[src/hw/rfidPkg.sv]
`default_nettype none

package rfidPkg;

    typedef logic [7:0]  byteT;                  // register value or spi data byte
    typedef logic [7:0]  regAddrT;               // address already shifted left by one
    typedef logic [15:0] spiWordT;               // address byte then data byte
    typedef logic [31:0] uidT;                   // byte 0 sits in the top byte
    typedef logic [9:0]  stepT;                  // schedule step number
    typedef logic [2:0]  ledT;                   // blue, green, red

    typedef enum logic [3:0] {
        SeqChipRst,                              // hard reset pulse on the chip
        SeqWaitChip,                             // chip oscillator start-up
        SeqInit,                                 // register setup and antenna on
        SeqReqa,                                 // REQA transceive
        SeqPoll,                                 // ComIrqReg polling
        SeqSelect,                               // SELECT cascade level 1
        SeqRead,                                 // fifo level, uid and bcc reads
        SeqCheck,                                // frame check, cardOk pulse
        SeqShow                                  // leds lit until the hold runs out
    } seqStateT;

    localparam regAddrT CommandReg    = 8'h01 << 1;
    localparam regAddrT ComIrqReg     = 8'h04 << 1;
    localparam regAddrT FIFODataReg   = 8'h09 << 1;
    localparam regAddrT FIFOLevelReg  = 8'h0A << 1;
    localparam regAddrT BitFramingReg = 8'h0D << 1;
    localparam regAddrT ModeReg       = 8'h11 << 1;
    localparam regAddrT TxModeReg     = 8'h12 << 1;
    localparam regAddrT RxModeReg     = 8'h13 << 1;
    localparam regAddrT TxControlReg  = 8'h14 << 1;
    localparam regAddrT TxASKReg      = 8'h15 << 1;
    localparam regAddrT ModWidthReg   = 8'h24 << 1;
    localparam regAddrT TModeReg      = 8'h2A << 1;
    localparam regAddrT TPrescalerReg = 8'h2B << 1;
    localparam regAddrT TReloadRegH   = 8'h2C << 1;
    localparam regAddrT TReloadRegL   = 8'h2D << 1;

    localparam byteT PcdIdle       = 8'h00;      // cancel running command
    localparam byteT PcdTransceive = 8'h0C;      // send fifo, then receive
    localparam byteT PiccReqa      = 8'h26;      // 7-bit request frame
    localparam byteT PiccSelCl1    = 8'h93;      // anticollision/select, level 1

    localparam byteT ReadFlag    = 8'h80;        // msb of the address byte marks a read
    localparam byteT AntennaOn   = 8'h03;        // Tx1RFEn and Tx2RFEn
    localparam int   RxIrqBit    = 5;            // ComIrqReg bit set when a card answered
    localparam byteT UidFrameLen = 8'd5;         // four uid bytes plus bcc

    localparam int SclkDivBits     = 4;          // 16 clocks per sclk half period
    localparam int DefaultStepBits = 17;         // 2^17 clocks per step on silicon
    localparam int PollRetries     = 6;

    localparam stepT ReqaStep     = 10'd62;
    localparam stepT PollStep     = 10'd70;
    localparam stepT LedOnStep    = 10'd98;
    localparam stepT LedHoldSteps = 10'd402;
    localparam stepT LedOffStep   = LedOnStep + LedHoldSteps;

    localparam uidT UidKnownGood = 32'h2359A629; // lights rgb1
    localparam uidT UidKnownBad  = 32'hF3F3A414; // lights rgb2
    localparam ledT LedOff       = 3'b000;
    localparam ledT LedWhite     = 3'b111;

endpackage

`default_nettype wire

[src/hw/cardCheck.sv]
`timescale 1ns/10ps
`default_nettype none

module cardCheck import rfidPkg::*; (
    input  logic       clk,
    input  logic       rst_n,
    input  byteT       spiRxByte,
    input  logic       capLevel,
    input  logic       capUid,
    input  logic [1:0] uidByteSel,              // 0 is the first byte off the card
    input  logic       capBcc,
    input  logic       checkFrame,
    input  logic       showLed,
    input  logic       clearLed,
    output uidT        uid,
    output logic       cardOk,
    output ledT        rgb1,
    output ledT        rgb2
);

    byteT fifoLevel;                            // bytes the card returned
    byteT bcc;
    byteT uidXor;
    logic otherStrobe;

    assign uidXor      = uid[31:24] ^ uid[23:16] ^ uid[15:8] ^ uid[7:0];
    assign otherStrobe = capLevel || capUid || capBcc || showLed || clearLed;

    always_ff @(posedge clk) begin
        if (capLevel) begin
            fifoLevel <= spiRxByte;
        end
        if (capBcc) begin
            bcc <= spiRxByte;
        end
    end

    always_ff @(posedge clk or negedge rst_n) begin
        if (!rst_n) begin
            uid    <= '0;
            cardOk <= 1'b0;
            rgb1   <= LedOff;
            rgb2   <= LedOff;
        end else begin
            if (capUid) begin
                uid[{~uidByteSel, 3'b000} +: 8] <= spiRxByte; // byte 0 lands on top
            end
            if (checkFrame) begin
                cardOk <= (fifoLevel == UidFrameLen) && (bcc == uidXor);
            end else if (otherStrobe) begin
                cardOk <= 1'b0;                 // one step wide pulse
            end
            // led choice looks at the uid only, not at cardOk
            if (showLed) begin
                rgb1 <= (uid == UidKnownGood) ? LedWhite : LedOff;
                rgb2 <= (uid == UidKnownBad) ? LedWhite : LedOff;
            end else if (clearLed) begin
                rgb1 <= LedOff;
                rgb2 <= LedOff;
            end
        end
    end

endmodule

`default_nettype wire

[src/hw/rc522Reader.sv]
`timescale 1ns/10ps
`default_nettype none

module rc522Reader import rfidPkg::*; #(
    parameter int stepBits = DefaultStepBits    // shortened in simulation
) (
    input  logic clk,
    input  logic rst_n,
    input  logic miso,
    output logic sclk,
    output logic mosi,
    output logic csN,
    output logic chipRst,
    output uidT  uid,
    output logic cardOk,
    output ledT  rgb1,                          // known good card
    output ledT  rgb2                           // known bad card
);

    logic       stepTick;
    logic       spiStart;
    logic       spiBusy;
    spiWordT    spiWord;
    byteT       spiRxByte;
    logic       capLevel;
    logic       capUid;
    logic [1:0] uidByteSel;
    logic       capBcc;
    logic       checkFrame;
    logic       showLed;
    logic       clearLed;

    stepTimer #(
        .stepBits(stepBits)
    ) stepTimer_i (
        .clk     (clk),
        .rst_n   (rst_n),
        .stepTick(stepTick)
    );

    readerSequencer readerSequencer_i (
        .clk       (clk),
        .rst_n     (rst_n),
        .stepTick  (stepTick),
        .spiBusy   (spiBusy),
        .spiRxByte (spiRxByte),
        .spiStart  (spiStart),
        .spiWord   (spiWord),
        .chipRst   (chipRst),
        .capLevel  (capLevel),
        .capUid    (capUid),
        .uidByteSel(uidByteSel),
        .capBcc    (capBcc),
        .checkFrame(checkFrame),
        .showLed   (showLed),
        .clearLed  (clearLed)
    );

    spiMaster spiMaster_i (
        .clk      (clk),
        .rst_n    (rst_n),
        .spiStart (spiStart),
        .spiWord  (spiWord),
        .miso     (miso),
        .spiBusy  (spiBusy),
        .sclk     (sclk),
        .mosi     (mosi),
        .csN      (csN),
        .spiRxByte(spiRxByte)
    );

    cardCheck cardCheck_i (
        .clk       (clk),
        .rst_n     (rst_n),
        .spiRxByte (spiRxByte),
        .capLevel  (capLevel),
        .capUid    (capUid),
        .uidByteSel(uidByteSel),
        .capBcc    (capBcc),
        .checkFrame(checkFrame),
        .showLed   (showLed),
        .clearLed  (clearLed),
        .uid       (uid),
        .cardOk    (cardOk),
        .rgb1      (rgb1),
        .rgb2      (rgb2)
    );

endmodule

`default_nettype wire

[src/hw/readerSequencer.sv]
`timescale 1ns/10ps
`default_nettype none

module readerSequencer import rfidPkg::*; (
    input  logic       clk,
    input  logic       rst_n,
    input  logic       stepTick,
    input  logic       spiBusy,
    input  byteT       spiRxByte,
    output logic       spiStart,
    output spiWordT    spiWord,
    output logic       chipRst,                 // chip NRSTPD pin held low resets the chip
    output logic       capLevel,
    output logic       capUid,
    output logic [1:0] uidByteSel,
    output logic       capBcc,
    output logic       checkFrame,
    output logic       showLed,
    output logic       clearLed
);

    stepT     step;
    stepT     uidOffset;                        // distance from the first uid capture
    seqStateT phase;
    logic [2:0] pollCnt;                        // misses since the last REQA
    logic     newCard;                          // RxIRq seen on the last poll
    logic     advance;
    logic     nextGo;
    spiWordT  nextWord;

    function automatic spiWordT wrFrame(regAddrT addr, byteT data);
        return {addr, data};
    endfunction

    function automatic spiWordT rdFrame(regAddrT addr);
        return {addr | ReadFlag, 8'h00};
    endfunction

    assign advance   = stepTick && !spiBusy;    // a tick during a frame is lost
    assign uidOffset = step - 10'd86;

    always_comb begin
        if (step < 10'd3) phase = SeqChipRst;
        else if (step < 10'd50) phase = SeqWaitChip;
        else if (step < ReqaStep) phase = SeqInit;
        else if (step < PollStep) phase = SeqReqa;
        else if (step < 10'd73) phase = SeqPoll;
        else if (step < 10'd83) phase = SeqSelect;
        else if (step < 10'd96) phase = SeqRead;
        else if (step < LedOnStep) phase = SeqCheck;
        else phase = SeqShow;
    end

    // frame issued on each step that has one
    always_comb begin
        nextGo   = 1'b1;
        nextWord = rdFrame(FIFODataReg);
        case (step)
            10'd50: nextWord = wrFrame(TxModeReg, 8'h00);       // 106 kBd transmit
            10'd51: nextWord = wrFrame(RxModeReg, 8'h00);       // 106 kBd receive
            10'd52: nextWord = wrFrame(ModWidthReg, 8'h26);
            10'd53: nextWord = wrFrame(TModeReg, 8'h80);        // timer auto start
            10'd54: nextWord = wrFrame(TPrescalerReg, 8'hA9);
            10'd55: nextWord = wrFrame(TReloadRegH, 8'h03);     // 25 ms timeout
            10'd56: nextWord = wrFrame(TReloadRegL, 8'hE8);
            10'd57: nextWord = wrFrame(TxASKReg, 8'h40);        // force 100% ASK
            10'd58: nextWord = wrFrame(ModeReg, 8'h3D);         // crc preset 6363
            10'd59: nextWord = rdFrame(TxControlReg);
            10'd60: nextWord = wrFrame(TxControlReg, spiRxByte | AntennaOn);
            10'd62: nextWord = wrFrame(CommandReg, PcdIdle);
            10'd63: nextWord = wrFrame(ComIrqReg, 8'h7F);       // clear irq bits
            10'd64: nextWord = wrFrame(FIFOLevelReg, 8'h80);    // flush fifo
            10'd65: nextWord = wrFrame(FIFODataReg, PiccReqa);
            10'd66: nextWord = wrFrame(BitFramingReg, 8'h07);   // 7-bit frame
            10'd67: nextWord = wrFrame(CommandReg, PcdTransceive);
            10'd68: nextWord = wrFrame(BitFramingReg, 8'h87);   // StartSend
            10'd70: nextWord = rdFrame(ComIrqReg);
            10'd73: nextWord = wrFrame(FIFOLevelReg, 8'h80);
            10'd74: nextWord = wrFrame(FIFODataReg, PiccSelCl1);
            10'd75: nextWord = wrFrame(FIFODataReg, 8'h20);     // NVB with no uid bits known
            10'd76: nextWord = wrFrame(BitFramingReg, 8'h00);
            10'd77: nextWord = wrFrame(CommandReg, PcdTransceive);
            10'd78: nextWord = wrFrame(BitFramingReg, 8'h80);
            10'd83: nextWord = rdFrame(FIFOLevelReg);
            10'd85, 10'd87, 10'd89, 10'd91, 10'd93: begin
                nextWord = rdFrame(FIFODataReg);                // uid0..3 then bcc
            end
            default: nextGo = 1'b0;
        endcase
    end

    always_ff @(posedge clk) begin
        if (advance && nextGo) begin
            spiWord <= nextWord;
        end
    end

    always_ff @(posedge clk or negedge rst_n) begin
        if (!rst_n) begin
            step       <= '0;
            pollCnt    <= '0;
            newCard    <= 1'b0;
            chipRst    <= 1'b1;
            spiStart   <= 1'b0;
            capLevel   <= 1'b0;
            capUid     <= 1'b0;
            uidByteSel <= '0;
            capBcc     <= 1'b0;
            checkFrame <= 1'b0;
            showLed    <= 1'b0;
            clearLed   <= 1'b0;
        end else begin
            spiStart   <= 1'b0;                 // strobes last one clock
            capLevel   <= 1'b0;
            capUid     <= 1'b0;
            capBcc     <= 1'b0;
            checkFrame <= 1'b0;
            showLed    <= 1'b0;
            clearLed   <= 1'b0;
            if (advance) begin
                spiStart <= nextGo;
                if (phase == SeqChipRst) begin
                    chipRst <= (step != 10'd1); // low for step 1 only
                end
                if (step == 10'd71) begin
                    newCard <= spiRxByte[RxIrqBit];
                end
                // captures run on the step after each read
                if (phase == SeqRead && !step[0]) begin
                    capLevel <= (step == 10'd84);
                    capBcc   <= (step == 10'd94);
                    if (step >= 10'd86 && step <= 10'd92) begin
                        capUid     <= 1'b1;
                        uidByteSel <= uidOffset[2:1];
                    end
                end
                checkFrame <= (step == 10'd96);
                showLed    <= (step == LedOnStep);
                clearLed   <= (step == 10'd97) || (step == LedOffStep); // 97 ends cardOk

                if (phase == SeqPoll && step == 10'd72 && !newCard) begin
                    if (pollCnt == 3'(PollRetries - 1)) begin
                        pollCnt <= '0;
                        step    <= ReqaStep;    // give up and restart at REQA
                    end else begin
                        pollCnt <= pollCnt + 1'b1;
                        step    <= PollStep;
                    end
                end else if (step == LedOffStep + 10'd1) begin
                    step <= ReqaStep;
                end else begin
                    if (step == 10'd72) begin
                        pollCnt <= '0;          // card answered
                    end
                    step <= step + 10'd1;
                end
            end
        end
    end

endmodule

`default_nettype wire

[src/hw/spiMaster.sv]
`timescale 1ns/10ps
`default_nettype none

module spiMaster import rfidPkg::*; (
    input  logic    clk,
    input  logic    rst_n,
    input  logic    spiStart,                   // one-cycle strobe, word latched here
    input  spiWordT spiWord,
    input  logic    miso,
    output logic    spiBusy,
    output logic    sclk,                       // mode 0, idles low
    output logic    mosi,
    output logic    csN,
    output byteT    spiRxByte                   // last eight bits shifted in
);

    logic [SclkDivBits:0] divCnt;               // one full sclk period per bit
    logic [3:0]           bitCnt;
    spiWordT              txShift;
    byteT                 rxShift;
    logic                 launch;
    logic                 halfDone;
    logic                 riseEdge;
    logic                 fallEdge;

    assign launch    = spiStart && !spiBusy;
    assign halfDone  = &divCnt[SclkDivBits-1:0];
    assign riseEdge  = spiBusy && halfDone && !divCnt[SclkDivBits]; // end of low half
    assign fallEdge  = spiBusy && halfDone && divCnt[SclkDivBits];  // end of the bit
    assign spiRxByte = rxShift;

    // shift registers
    always_ff @(posedge clk) begin
        if (launch) begin
            txShift <= spiWord;
        end else if (fallEdge) begin
            txShift <= {txShift[14:0], 1'b0};   // next bit onto mosi
        end
        if (riseEdge) begin
            rxShift <= {rxShift[6:0], miso};    // msb first
        end
    end

    always_ff @(posedge clk or negedge rst_n) begin
        if (!rst_n) begin
            spiBusy <= 1'b0;
            csN     <= 1'b1;
            sclk    <= 1'b0;
            mosi    <= 1'b0;
            divCnt  <= '0;
            bitCnt  <= '0;
        end else if (launch) begin
            spiBusy <= 1'b1;
            csN     <= 1'b0;                    // one clock after the strobe
            mosi    <= spiWord[15];             // first bit set up before first rise
            divCnt  <= '0;
            bitCnt  <= '0;
        end else if (spiBusy) begin
            divCnt <= divCnt + 1'b1;
            if (riseEdge) begin
                sclk <= 1'b1;
            end
            if (fallEdge) begin
                sclk   <= 1'b0;
                mosi   <= txShift[14];          // zero once the word is out
                bitCnt <= bitCnt + 1'b1;
                if (bitCnt == 4'd15) begin      // 16th bit done, 512 clocks in
                    spiBusy <= 1'b0;
                    csN     <= 1'b1;
                end
            end
        end
    end

endmodule

`default_nettype wire

[src/hw/stepTimer.sv]
`timescale 1ns/10ps
`default_nettype none

module stepTimer import rfidPkg::*; #(
    parameter int stepBits = DefaultStepBits    // log2 of the step length in clocks
) (
    input  logic clk,
    input  logic rst_n,
    output logic stepTick                       // one clock wide, once per step
);

    logic [stepBits-1:0] prescale;              // free running, never cleared by control

    always_ff @(posedge clk or negedge rst_n) begin
        if (!rst_n) begin
            prescale <= '0;
            stepTick <= 1'b0;
        end else begin
            prescale <= prescale + 1'b1;
            stepTick <= &prescale;              // all ones, wraps next clock
        end
    end

endmodule

`default_nettype wire

[config.mk]
export PLATFORM = sky130hd
export DESIGN_NAME = rc522Reader
export DESIGN_NICKNAME = d
export VERILOG_FILES = /design/src/hw/rfidPkg.sv /design/src/hw/cardCheck.sv /design/src/hw/rc522Reader.sv /design/src/hw/readerSequencer.sv /design/src/hw/spiMaster.sv /design/src/hw/stepTimer.sv
export SDC_FILE = /design/constraint.sdc
export NUM_CORES = 1
export LEC_CHECK = 0
export BUFFER_PORTS_ARGS = -buffer_cell sky130_fd_sc_hd__buf_2
export CORE_ASPECT_RATIO = 0.6
export CORE_MARGIN = 2
export CORE_UTILIZATION = 65
export DETAILED_ROUTE_END_ITERATION = 8
export GPL_TIMING_DRIVEN = 1
export MAX_ROUTING_LAYER = met4
export PLACE_DENSITY = 0.93
export SETUP_SLACK_MARGIN = 0.5
export SLEW_MARGIN = 5
export SYNTH_ARGS = -nofsm -noshare
export SYNTH_HDL_FRONTEND = slang
export SYNTH_HIERARCHICAL = 1
export SYNTH_SLANG_ARGS = --single-unit
[constraint.sdc]
create_clock -name clk -period 7.35 [get_ports clk]
set_clock_uncertainty 0.05 [all_clocks]
set_input_delay 2.205 -clock clk [delete_from_list [all_inputs] [get_ports clk]]
set_output_delay 2.205 -clock clk [all_outputs]
set_load 0.1 [all_outputs]
Word level (Yosys, flattened, before mapping)
Cells that the tools add are included.
{"block": "word_totals", "ff_bits": 149, "latch_bits": 0, "ram_bits": 0, "mem_bits_ro": 0, "input_bits": 3, "out_inout_bits": 43, "n_memories": 0}
{"block": "classes", "addsub": 7, "n_mul": 0, "div_mod_pow": 0, "order_cmp": 10, "eq_ne": 50, "shift": 2, "mux": 56, "bitwise": 5, "reduce_logical": 40}
{"operator": "$pmux W16 S24", "n": 1}
{"operator": "$eq A10 B7 Y1 const B", "n": 25}
{"operator": "$eq A10 B6 Y1 const B", "n": 13}
{"operator": "$lt A10 B7 Y1 const B", "n": 5}
{"operator": "$mux W4", "n": 11}
{"operator": "$bwmux W32", "n": 1}
{"operator": "$eq A32 B30 Y1 const B", "n": 1}
{"operator": "$eq A32 B32 Y1 const B", "n": 1}
{"operator": "$shift A8 B7 Y32 const A", "n": 1}
{"operator": "$shiftx A8 B7 Y32", "n": 1}
{"operator": "$reduce_or A31 Y1", "n": 1}
{"operator": "$mux W15", "n": 2}
{"operator": "$mux W1", "n": 27}
{"operator": "$mux W3", "n": 9}
{"operator": "$xor A8 B8 Y8", "n": 3}
{"operator": "$eq A10 B9 Y1 const B", "n": 2}
{"operator": "$lt A10 B6 Y1 const B", "n": 2}
{"operator": "$mux W10", "n": 2}
{"operator": "$add A17 B1 Y17 const B", "n": 1}
{"operator": "$reduce_and A17 Y1", "n": 1}
{"operator": "$reduce_bool A2 Y1", "n": 7}
{"operator": "$reduce_and A3 Y1", "n": 4}
{"operator": "$logic_and A1 B1 Y1", "n": 11}
{"operator": "$add A10 B1 Y10 const B", "n": 1}
{"operator": "other kinds (25)", "n": 37}

Logic depth before layout (Yosys ltp)
Gate-level depths: netlist of run 1.
{"block": "logic_depth", "word_depth": 14, "ltp_mapped": 9, "depth_no_buf": 8}

Hierarchy
Netlist of run 1, hierarchy kept.
{"mod": "readerSequencer", "instances": 1, "cells_each": 308, "area_per_inst_um2": 2651.3}
{"mod": "cardCheck", "instances": 1, "cells_each": 164, "area_per_inst_um2": 2332.2}
{"mod": "spiMaster", "instances": 1, "cells_each": 123, "area_per_inst_um2": 1500.2}
{"mod": "stepTimer", "instances": 1, "cells_each": 62, "area_per_inst_um2": 797.0}

Least setup slack after synthesis of run 1
OpenSTA, ideal clock, no wires.
{"block": "synth_path", "path_type": "reg-to-output", "startpoint": "register cardCheck_i.rgb1[1]", "endpoint": "output port rgb1[1]", "arrival_time_ns": 1.356, "slack_ns": 3.739, "path_stages_with_launch": 2, "n_path_buf": 1, "path_cell_list": "dfrtp_1 > buf_4"}
{"element": "start, declared", "line": "cardCheck.sv:17", "rtl": "output ledT rgb1,"}
{"element": "start signal, assigned", "line": "cardCheck.sv:42", "rtl": "rgb1 <= LedOff;"}
{"element": "start signal, assigned", "line": "cardCheck.sv:55", "rtl": "rgb1 <= (uid == UidKnownGood) ? LedWhite : LedOff;"}
{"element": "start signal, assigned", "line": "cardCheck.sv:58", "rtl": "rgb1 <= LedOff;"}
{"element": "end, declared", "line": "rc522Reader.sv:16", "rtl": "output ledT rgb1,"}
No word-level cell between the ends.

Final worst setup path of run 1
{"block": "layout_path", "startpoint": "register cardCheck_i.uid[21]", "endpoint": "output port uid[21]"}
{"element": "start, declared", "line": "cardCheck.sv:15", "rtl": "output uidT uid,"}
{"element": "start signal, assigned by index", "line": "cardCheck.sv:46", "rtl": "uid[{~uidByteSel, 3'b000} +: 8] <= spiRxByte;"}
{"element": "end, declared", "line": "rc522Reader.sv:14", "rtl": "output uidT uid,"}
No word-level cell between the ends.

==> results.md, run 1 <==
- Status: finished clean
- Power Density: 207.5 nW/um^2
- Avg WL per Cell: 21.48 um
- Post-DP Area: 7518 sq um
- CP delay by family, top: flip-flops
- Crit Path Category: register to output pin
- Fin. Hold Viols: 0
- Rel. slew slack: 0.02310
- First-pass GRT wire length: 29.24 mm
- Design area: 8107 sq um
- Hold Crit Class: register to register
- Synth Flop Type: dfrtp_1
- Met2 routed WL: 8.063 mm
- Number of gates resized after cts: 0
- Fill cell count: 665
- Buffers on Ports: 45
- Final wirelength: 18.08 mm
- # nets final: 710
- Root Driver: clkbuf_16
- Power Total: 1.682 mW
- Slowest-stage cell, CP: dfrtp_1
- Diode count: 0
- Syn_area_per_cell: 11.08 sq um
- H-tree depth: 4
- Global-route usage over all layers: 0.3249
- RePlAce Congestion: 0.9694
- Post-CTS Hold Buffers: 0
- Least-Margin Pin Slew: 1.454 ns
- Slew Viols, Final: 0
- Boundary pin count: 46
- CTS Buf Count: 17
- CP Buf/Inv Count: 1
- Layout cells sized above 1: 0.1593
- Number of global-route vias before repair: 5446
- # DRC: 0
- Mapped Nets: 677
- Yosys warnings: 6
- Wl on met1: 7.378 mm
- Die ar.: 12090 sq um
- Core area: 10740 sq um
- Largest net degree at the start of global routing: 70
- # clock sinks: 144
- EDFF count, synth: 54
- DR vias: 5625
- Starting DRT DRC Count: 655
- Final Cycle Share: 0.5024
- Final setup TNS: 0 ns
- # setup viols final: 0
- Crit end category: output pin
- Synth top area share: 0.3025
- Setup Fix Bufs, Post-CTS: 0
- Max-cap viol count: 0
- VDD IR max: 0.1571 mV
- Critical Path RT: 5.10 ns
- Via density: 6.681
- Clock period minus final worst setup slack: 3.693 ns
- Clock Pin Slew Worst Setup and Hold Paths: 0.06 ns
- Fmax: 0.2708 GHz
- Synth area leaders: dfrtp_1 30%, edfxtp_1 22%, nand2_1 4.4%, a22o_1 4.1%, ha_1 2.9%
- Yosys top cell by area: dfrtp_1
- Startpoint types: register
- RSZ-0062 raised after global routing: no
- Leakage: 3.456 nW
- Worst-path cell chain: buf_2
- Clk_lat worst skew: 0.42 ns
- Total grt overflow: 0
- Netlist cell types: 71
- Met3 wire length: 2.274 mm
- WP data arrival: 1.44 ns
- Reg area: 3876 sq um
- Post-Synthesis Cells: 657
- Pre-Repair DR Iteration Count: 8
- Die X-Extent: 140.6 um
- Async set-or-reset flop fraction in the synthesized netlist: 0.6250
- Post-synthesis sequential area ratio: 0.5324
- CTS tree: yes
- Hpwl dp: 12.22 mm
- Synthesized area: 7281 sq um
- Initial antenna violation count: 0
- Layout Cells excl Fill: 842
- Top sig layer: met4
- DIE HEIGHT: 85.98 um
- Initial Util: 0.6779
- Max Buffers Root-to-Sink: 2
- Area of the multi-input gates: 3151 sq um
- Rows: 29
- #FFs+latches synth: 144
- Placed cell count: 810
- Crit path largest cell delay: 0.52 ns
- Area growth, synth to finish: 11.34%
- Antenna Nets Post-Route: 0
- Crit Path Max Fanout: 5
[registers in the layout (all words and copies together) (netlist names), 2 cells and up]
| signal | count |
|---|---|
| cardCheck_i/uid | 32 |
| stepTimer_i/prescale | 17 |
| readerSequencer_i/spiWord | 15 |
| spiMaster_i/txShift | 15 |
| readerSequencer_i/step | 10 |
| cardCheck_i/bcc | 8 |
| cardCheck_i/fifoLevel | 8 |
| spiMaster_i/spiRxByte | 8 |
| spiMaster_i/divCnt | 5 |
| spiMaster_i/bitCnt | 4 |
| readerSequencer_i/pollCnt | 3 |
| readerSequencer_i/uidByteSel | 2 |
[cells in the final DEF, fill, tap and decap left out, types with 3 or more instances in the layout]
master / n
nand4_4: 3
nand4b_1: 7
a21oi_1: 31
nor2b_1: 10
edfxtp_1: 54
and3_1: 8
nand2_1: 85
o211ai_1: 5
buf_4: 5
nor4_1: 9
a22o_1: 34
mux2_2: 4
xor2_1: 20
buf_2: 44
ha_1: 17
a21o_1: 4
inv_1: 15
o21ai_0: 26
and2_1: 6
clkbuf_16: 20
nand3_1: 27
o31ai_1: 4
a211oi_1: 3
nand2_2: 3
xnor2_1: 22
a31oi_1: 11
a22oi_1: 4
a41oi_1: 3
nor3_1: 18
or3_1: 4
nand3b_1: 5
nor4bb_1: 3
nand4_1: 6
dfrtp_1: 88
xnor3_2: 3
nor2_1: 29
nand2b_1: 6
[where the power goes]
part / total [mW] / internal (mW) / switching [mW]
Sequential: 0.829 / 0.829 / 0
Clock: 0.842 / 0.504 / 0.339
Combinational: 0.0104 / 0.000872 / 0.00949
[path summary, 6_finish.rpt]
check                      slack, ns                           end                      start  cells after the start
setup / recovery                3.66                       uid[21]        cardCheck_i/uid[21]                      1
hold / removal                  0.41      stepTimer_i/prescale[15]   stepTimer_i/prescale[15]                      1
setup reg to reg                4.10  readerSequencer_i/spiWord[9]  readerSequencer_i/step[2]                      7
hold reg to reg                 0.41      stepTimer_i/prescale[15]   stepTimer_i/prescale[15]                      1
max in group asynchronous       4.47    readerSequencer_i/spiStart                      rst_n                      2
min in group asynchronous       1.61           cardCheck_i/uid[21]                      rst_n                      1
[metrics by stage]
stage	hold WS, ns	util	setup slack (ns)
floorplan	0.3837	-	3.739
CTS	0.4110	0.7548	3.701
detailed placement	0.4072	0.7000	3.991
global route	0.4214	0.7548	3.633
finish	0.4139	0.7548	3.657
global placement	0.3969	0.7000	4.028
[cell usage after synthesis, types with 15 or more instances]
cell	instances
nand3_1	27
ha_1	17
nand2_1	85
inv_1	15
edfxtp_1	54
nor3_1	18
dfrtp_1	88
nor2_1	29
xor2_1	20
clkbuf_1	16
o21ai_0	26
a21oi_1	31
xnor2_1	22
a22o_1	34
[final cells by class]
cell class | instances | share of cell area
flip-flops and latches | 144 | 0.4782
clock inverters | 9 | 0.008180
well taps | 139 | 0.02145
inverters | 16 | 0.007409
repair buffers | 49 | 0.03180
multi-input cells | 462 | 0.3886
clock buffers | 23 | 0.06436
[logic make-up (layout without fill, tap and decap cells)]
logic type	count (synthesis)	count (layout)	synth area share
other	1	1	0.0005151
adder cells (fa/ha/maj)	17	17	0.02921
buffers and inverters	51	97	0.03488
AO/OA/AOI/OAI	147	147	0.1420
XOR/XNOR	46	46	0.06341
multiplexers	6	6	0.008936
AND/OR/NAND/NOR	245	245	0.1887
flip-flops	144	144	0.5324
[layer usage]
layer	vias to the layer above	GRT usage
li1	2493	-
met1	2719	0.4419
met2	368	0.4594
met3	45	0.1156
met4	0	0.1064
met5	-	-
Power figures use the tool's default switching activity.
==> run 2, diff against run 1 <==
--- a/config.mk
+++ b/config.mk
@@ -8,11 +8,11 @@
 export BUFFER_PORTS_ARGS = -buffer_cell sky130_fd_sc_hd__buf_2
 export CORE_ASPECT_RATIO = 0.6
 export CORE_MARGIN = 2
-export CORE_UTILIZATION = 65
+export CORE_UTILIZATION = 55
 export DETAILED_ROUTE_END_ITERATION = 8
 export GPL_TIMING_DRIVEN = 1
 export MAX_ROUTING_LAYER = met4
-export PLACE_DENSITY = 0.93
+export PLACE_DENSITY = 0.84
 export SETUP_SLACK_MARGIN = 0.5
 export SLEW_MARGIN = 5
 export SYNTH_ARGS = -nofsm -noshare
==> constraint.sdc (replaced) <==
create_clock -name clk -period 3 [get_ports clk]
set_clock_uncertainty 0.05 [all_clocks]
set_input_delay 0.9 -clock clk [delete_from_list [all_inputs] [get_ports clk]]
set_output_delay 0.9 -clock clk [all_outputs]
set_load 0.1 [all_outputs]
==> results.md, run 2 (synthesis results as in run 1) <==
- Crit Path Max Fanout: 8 (+3)
- # clock sinks: 144 (unchanged)
- CP Buf/Inv Count: 3 (+2)
- Starting DRT DRC Count: 663 (+1.2%)
- Fin util: 0.6792 (-0.07562)
- CTS Buf Count: 17 (unchanged)
- CTS tree: yes
- Clock Pin Slew Worst Setup and Hold Paths: 0.07 ns (about the same)
- Pre-Repair DR Iteration Count: 6 (-2)
- Die ar.: 14200 sq um (+17%)
- VDD IR max: 0.2954 mV (+88%)
- Crit end category: register
- Max Buffers Root-to-Sink: 2 (unchanged)
- Buffers on Ports: 45 (unchanged)
- Slew Viols, Final: 0 (unchanged)
- First-pass GRT wire length: 32.01 mm (+9.5%)
- Die X-Extent: 152.5 um (+8.5%)
- Total grt overflow: 0 (unchanged)
- Avg WL per Cell: 21.98 um (+2.3%)
- Crit path largest cell delay: 0.43 ns (-0.09 ns)
- Rows: 32 (+10%)
- CP delay by family, top: simple AND/OR/NAND/NOR gates
- FF-to-FF path depth: 8 (+1)
- WP data arrival: 2.64 ns (+1.20 ns)
- DR vias: 5952 (+5.8%)
- Worst Setup SP: readerSequencer_i/step[8]
- RR Endpoint: readerSequencer_i/spiWord[11]
- # DRC: 0 (unchanged)
- RSZ-0062 raised after global routing: yes
- Commonest non-fill, non-tap cell in the layout: nand2_1
- RePlAce Congestion: 1.002 (+3.4%)
- Rel. slew slack: 0.4494 (+0.4263)
- Flop2flop setup slack: 0.45 ns (-3.65 ns)
- Crit Path Category: register to register
- Final Cycle Share: 0.8511
- # setup viols final: 0 (unchanged)
- Largest net degree at the start of global routing: 40 (-43%)
- Max FFs per register: 32 (unchanged)
- # nets final: 760 (+7.0%)
- Critical Path RT: 3.09 ns (-2.01 ns)
- Power Density: 473.5 nW/um^2 (+130%)
- Hold Crit Class: input port to async pin
- Most flops, register: cardCheck_i/uid
- Worst r2r src: readerSequencer_i/step[8]
- Cell seen most often among critical-path stages: buf_4
- Most frequent cells in the layout: 83 x nand2_1, 80 x dfrtp_1, 54 x edfxtp_1
- Startpoint types: register
- Clk_lat worst skew: 0.42 ns (about the same)
- DIE HEIGHT: 93.12 um (+8.3%)
- Clock period minus final worst setup slack: 2.553 ns
- Core area: 12890 sq um (+20%)
- Antenna Nets Post-Route: 0 (unchanged)
- Initial Util: 0.5647 (-0.1132)
- Root Driver: clkbuf_16
- Layout cells sized above 1: 0.2563 (+0.09699)
- Area growth, synth to finish: 20.26%
- Global-route usage over all layers: 0.3030 (-0.02192)
- Hpwl dp: 13.80 mm (+13%)
- Fmax: 0.3917 GHz
- Final wirelength: 20.31 mm (+12%)
- Fin. Hold Viols: 0 (unchanged)
- Final setup TNS: 0 ns (unchanged)
- Boundary pin count: 46 (unchanged)
- Initial antenna violation count: 0 (unchanged)
- Leakage: 3.739 nW (+8.2%)
- Number of global-route vias before repair: 5859 (+7.6%)
- Slowest-stage cell, CP: dfrtp_2
- Via density: 6.442 (-3.6%)
- Worst-path cell chain: buf_4, nor4b_4, nand2_1, nor4_4, buf_4, nor2_1, a41oi_4, clkbuf_16
- H-tree depth: 4 (unchanged)
- Least-Margin Pin Slew: 0.8149 ns (-0.6393 ns)
- Max-cap viol count: 0 (unchanged)
- Status: finished clean
- Top Registers: cardCheck_i/uid: 32 flops, stepTimer_i/prescale: 17 flops
## run 2: cell count changes in the layout (fill, tap and decap cells not counted), sizes merged
cell,change
inv,+6
diode,+1
clkinv,+1
clkinvlp,-1
buf,+49
clkbuf,-5
## run 2: worst max path at each step
| stage | slack (ns) | to | depth (start not counted) |
|---|---|---|---|
| 2_1_floorplan | 0.49 | readerSequencer_i/spiWord[0] | 7 |
| 3_3_place_gp | 0.39 | readerSequencer_i/spiWord[9] | 8 |
| 3_5_place_dp | 0.33 | readerSequencer_i/spiWord[7] | 8 |
| 4_1_cts | 0.49 | readerSequencer_i/uidByteSel[0] | 6 |
| 5_1_grt | 0.41 | readerSequencer_i/spiWord[12] | 8 |
| 6_report | 0.45 | readerSequencer_i/spiWord[11] | 8 |
## run 2: timing repair
| item | CTS | global route |
|---|---|---|
| hold buffers | 0 | 0 |
| endpoints found under the setup margin | 20 | 28 |
| buffers inserted | 14 | 7 |
| cloned | 1 | 0 |
| gates resized for setup | 31 | 15 |
| pin swaps | 8 | 5 |
## run 2: per-layer routing
metal / global-route usage / vias to the layer above / wire length (um)
li1: - / 2598 / -
met1: 0.4141 / 2942 / 8566
met2: 0.4324 / 365 / 8988
met3: 0.09268 / 47 / 2393
met4: 0.1096 / 0 / 357
met5: - / - / 0
## run 2: per-stage QoR
step / setup WS (ns) / cells / instance area, sq um / total power, mW / hold WS [ns]
3_5_place_dp: 0.3347 / 869 / 7804 / 2.101 / 0.4023
3_3_place_gp: 0.3861 / 869 / 7804 / 2.099 / 0.3961
5_1_grt: 0.4084 / 923 / 8753 / 4.246 / 0.4211
4_1_cts: 0.4885 / 916 / 8647 / 4.156 / 0.4075
2_1_floorplan: 0.4928 / 657 / 7307 / 2.071 / 0.3837
6_report: 0.4468 / 924 / 8756 / 4.146 / 0.3983
## run 2: final cells by class
type / instances / area [sq um]
fillers: 908 / 4136
flip-flops and latches: 144 / 3886
multi-input cells: 462 / 3321
repair buffers: 99 / 681.9
clock buffers: 17 / 425.4
well taps: 170 / 212.7
clock inverters: 15 / 162.7
inverters: 16 / 63.81
diodes: 1 / 2.502
## run 2: power breakdown
| part | switching, mW | internal [mW] | total (mW) |
|---|---|---|---|
| clock | 0.967 | 1.12 | 2.09 |
| sequential | 0 | 2.03 | 2.03 |
| combinational | 0.0244 | 0.00481 | 0.0292 |
| total | 0.992 | 3.15 | 4.15 |
==> run 3, diff against run 2 <==
--- a/config.mk
+++ b/config.mk
@@ -5,10 +5,12 @@
 export SDC_FILE = /design/constraint.sdc
 export NUM_CORES = 1
 export LEC_CHECK = 0
+export ABC_AREA = 1
 export BUFFER_PORTS_ARGS = -buffer_cell sky130_fd_sc_hd__buf_2
 export CORE_ASPECT_RATIO = 0.6
 export CORE_MARGIN = 2
 export CORE_UTILIZATION = 55
+export CTS_CLUSTER_SIZE = 20
 export DETAILED_ROUTE_END_ITERATION = 8
 export GPL_TIMING_DRIVEN = 1
 export MAX_ROUTING_LAYER = met4
==> results.md, run 3 <==
- Critical Path RT: 3.13 ns (+0.04 ns)
- Pre-Repair DR Iteration Count: 6 (unchanged)
- # clock sinks: 144 (unchanged)
- Flop2flop setup slack: 0.55 ns (+0.10 ns)
- Syn_area_per_cell: 8.337 sq um (-25%)
- Area growth, synth to finish: 16.75%
- Comb pwr share: 0.007 (about the same)
- First-pass GRT wire length: 34.60 mm (+8.1%)
- Final Cycle Share: 0.8172 (-0.03386)
- Top Registers: cardCheck_i/uid: 32 flops, stepTimer_i/prescale: 17 flops
- Most flops, register: cardCheck_i/uid
- EDFF count, synth: 54 (unchanged)
- FF-to-FF path depth: 9 (+1)
- Synth Flop Type: dfrtp_1
- Die X-Extent: 156.7 um (+2.7%)
- VDD IR max: 0.2283 mV (-23%)
- Final wirelength: 21.89 mm (+7.8%)
- Fin util: 0.6573 (-0.02182)
- Rel. slew slack: 0.5652 (+0.1159)
- Clock period minus final worst setup slack: 2.452 ns (-0.1016 ns)
- H-tree depth: 4 (unchanged)
- Post-CTS Hold Buffers: 0 (unchanged)
- Clock Pin Slew Worst Setup and Hold Paths: 0.06 ns (about the same)
- Max-cap viol count: 0 (unchanged)
- Layout cells sized above 1: 0.1799 (-0.07637)
- Fmax: 0.4079 GHz (+4.1%)
- Fin. Hold Viols: 0 (unchanged)
- Die ar.: 14980 sq um (+5.5%)
- Slew Viols, Final: 0 (unchanged)
- Reg power frac: 0.495 (+0.005)
- RR Endpoint: readerSequencer_i/spiWord[13]
- Clk_lat worst skew: 0.42 ns (about the same)
- Final setup TNS: 0 ns (unchanged)
- Yosys warnings: 6 (unchanged)
- Synth top area share: 0.2862 (-0.01628)
- Root Driver: clkbuf_16
- CTS tree: yes
- Post-Synthesis Cells: 923 (+40%)
- # DRC: 0 (unchanged)
- Starting DRT DRC Count: 939 (+42%)
- Synth area leaders: dfrtp_1 29%, edfxtp_1 21%, nand2_1 13%, inv_1 5.1%, nor2_1 4.2%
- Switching Share: 0.2180 (-0.02124)
- Clock network fraction of total power: 0.498 (-0.005)
- Number of global-route vias before repair: 6338 (+8.2%)
- Core area: 13670 sq um (+6.0%)
- Crit end category: register
- Crit Path Category: register to register
- Diode count: 0 (-1)
- Total grt overflow: 0 (unchanged)
- Commonest non-fill, non-tap cell in the layout: nand2_1
- RePlAce Congestion: 0.9944 (-0.77%)
- Most common cell in the netlist: nand2_1
- Power Density: 456.8 nW/um^2 (-3.5%)
- DR vias: 6968 (+17%)
- Via density: 5.763 (-11%)
- Netlist cell types: 49 (-31%)
- Global-route usage over all layers: 0.3202 (+0.01721)
- Post-synthesis sequential area ratio: 0.5037 (-0.02865)
- Leakage: 4.406 nW (+18%)
- # setup viols final: 0 (unchanged)
- Fill cell count: 1084 (+19%)
- Leading cell types by count after synthesis: 269 x nand2_1, 104 x inv_1, 88 x dfrtp_1, 87 x nor2_1, 63 x nand3_1
- Async set-or-reset flop fraction in the synthesized netlist: 0.6250 (unchanged)
- Boundary pin count: 46 (unchanged)
- Status: finished clean
- WP data arrival: 2.58 ns (-0.06 ns)
- Worst r2r src: readerSequencer_i/step[1]
- Max Buffers Root-to-Sink: 2 (unchanged)
- Antenna Nets Post-Route: 0 (unchanged)
- RSZ-0062 raised after global routing: no
- Synthesized area: 7695 sq um (+5.7%)
- NetSw: 0.8947 mW (-9.8%)
- CTS Buf Count: 17 (unchanged)
- Crit Path Max Fanout: 8 (unchanged)
- Most frequent cells in the layout: 268 x nand2_1, 100 x inv_1, 85 x dfrtp_1
- Yosys top cell by area: dfrtp_1
- Initial antenna violation count: 0 (unchanged)
- Cell internal pwr: 3.209 mW (+1.8%)
- DIE HEIGHT: 95.62 um (+2.7%)
- Startpoint types: register
- Initial Util: 0.5630 (-0.001700)
- #FFs+latches synth: 144 (unchanged)
- Hpwl dp: 16.14 mm (+17%)
- Buffers on Ports: 45 (unchanged)
- Hold Crit Class: input port to async pin
- Avg WL per Cell: 18.11 um (-18%)
- Rows: 33 (+3.1%)
- Max FFs per register: 32 (unchanged)
- Largest net degree at the start of global routing: 42 (+5.0%)
- Least-Margin Pin Slew: 0.6454 ns (-0.1695 ns)
- # nets final: 1024 (+35%)
- Mapped Nets: 943 (+39%)
run 3: kinds of logic after synthesis:
kind of cell,after synthesis,share of synthesized area
buffers and inverters,140,0.07398
DFF,144,0.5037
AOI/OAI and AO/OA,80,0.06455
muxes,1,0.001301
adders and majority gates,17,0.02764
other,1,0.0004873
and+or+nand+nor,519,0.3044
xor gates and xnor gates,21,0.02390
run 3: cell type report:
type                       instances  area [sq um]  area share
clock buffer                      18         439.2     0.04889
clock inverter                    14         128.9     0.01435
inverter                         127         480.5     0.05348
multi-input combinational        640          3344      0.3723
sequential                       144          3880      0.4319
tap                              192         240.2     0.02674
timing repair buffer              74         470.5     0.05237
run 3: layer usage:
layer  global-route usage  vias to the layer above  share of wire
li1                     -                     3204              -
met1               0.4802                     3278           0.45
met2               0.4006                      454           0.39
met3               0.1214                       32           0.15
met4              0.07187                        0          0.011
met5                    -                        -              0
run 3: critical path: stages (launching register included):
cell and delay [ns]:
dfrtp_2 0.45, inv_2 0.11, ha_1 0.21, inv_1 0.11, nor2_1 0.09, o21ai_1 0.37, nand4_1 0.23, nor3_4 0.34
a21oi_4 0.10, buf_12 0.15
run 3: timing repair:
item / CTS / global route
endpoints found under the setup margin: 20 / 23
gates resized for setup: 9 / 18
pin swaps: 1 / 6
cloned: 1 / 0
buffers inserted: 0 / 11
run 3: worst max-delay path by stage:
stage	from	to	slack, ns
final	readerSequencer_i/step[1]	readerSequencer_i/spiWord[13]	0.55
after global routing	readerSequencer_i/step[0]	readerSequencer_i/spiWord[12]	0.49
after CTS	readerSequencer_i/step[0]	readerSequencer_i/spiWord[7]	0.52
after detailed placement	readerSequencer_i/step[1]	readerSequencer_i/spiWord[3]	0.15
after global placement	readerSequencer_i/step[1]	readerSequencer_i/spiWord[4]	0.23
after floorplan	readerSequencer_i/step[1]	readerSequencer_i/spiWord[0]	0.66
run 3: metrics by stage:
step	area, sq um	cells	power [mW]	setup WS, ns	hold WS, ns
floorplan	7699	923	2.071	0.6627	0.3988
global placement	8223	1165	2.100	0.2315	0.4068
detailed placement	8223	1165	2.101	0.1532	0.4149
CTS	8842	1198	4.119	0.5192	0.4242
global route	8984	1209	4.216	0.4853	0.4383
finish	8984	1209	4.104	0.5484	0.4186
run 3: power groups by stage:
stage          Combinational [mW]  Clock (mW)  Sequential, mW
2_1_floorplan             0.00107           0            2.07
3_3_place_gp               0.0308           0            2.07
3_5_place_dp               0.0314           0            2.07
4_1_cts                    0.0323        2.06            2.03
5_1_grt                    0.0347        2.15            2.03
6_report                   0.0299        2.04            2.03
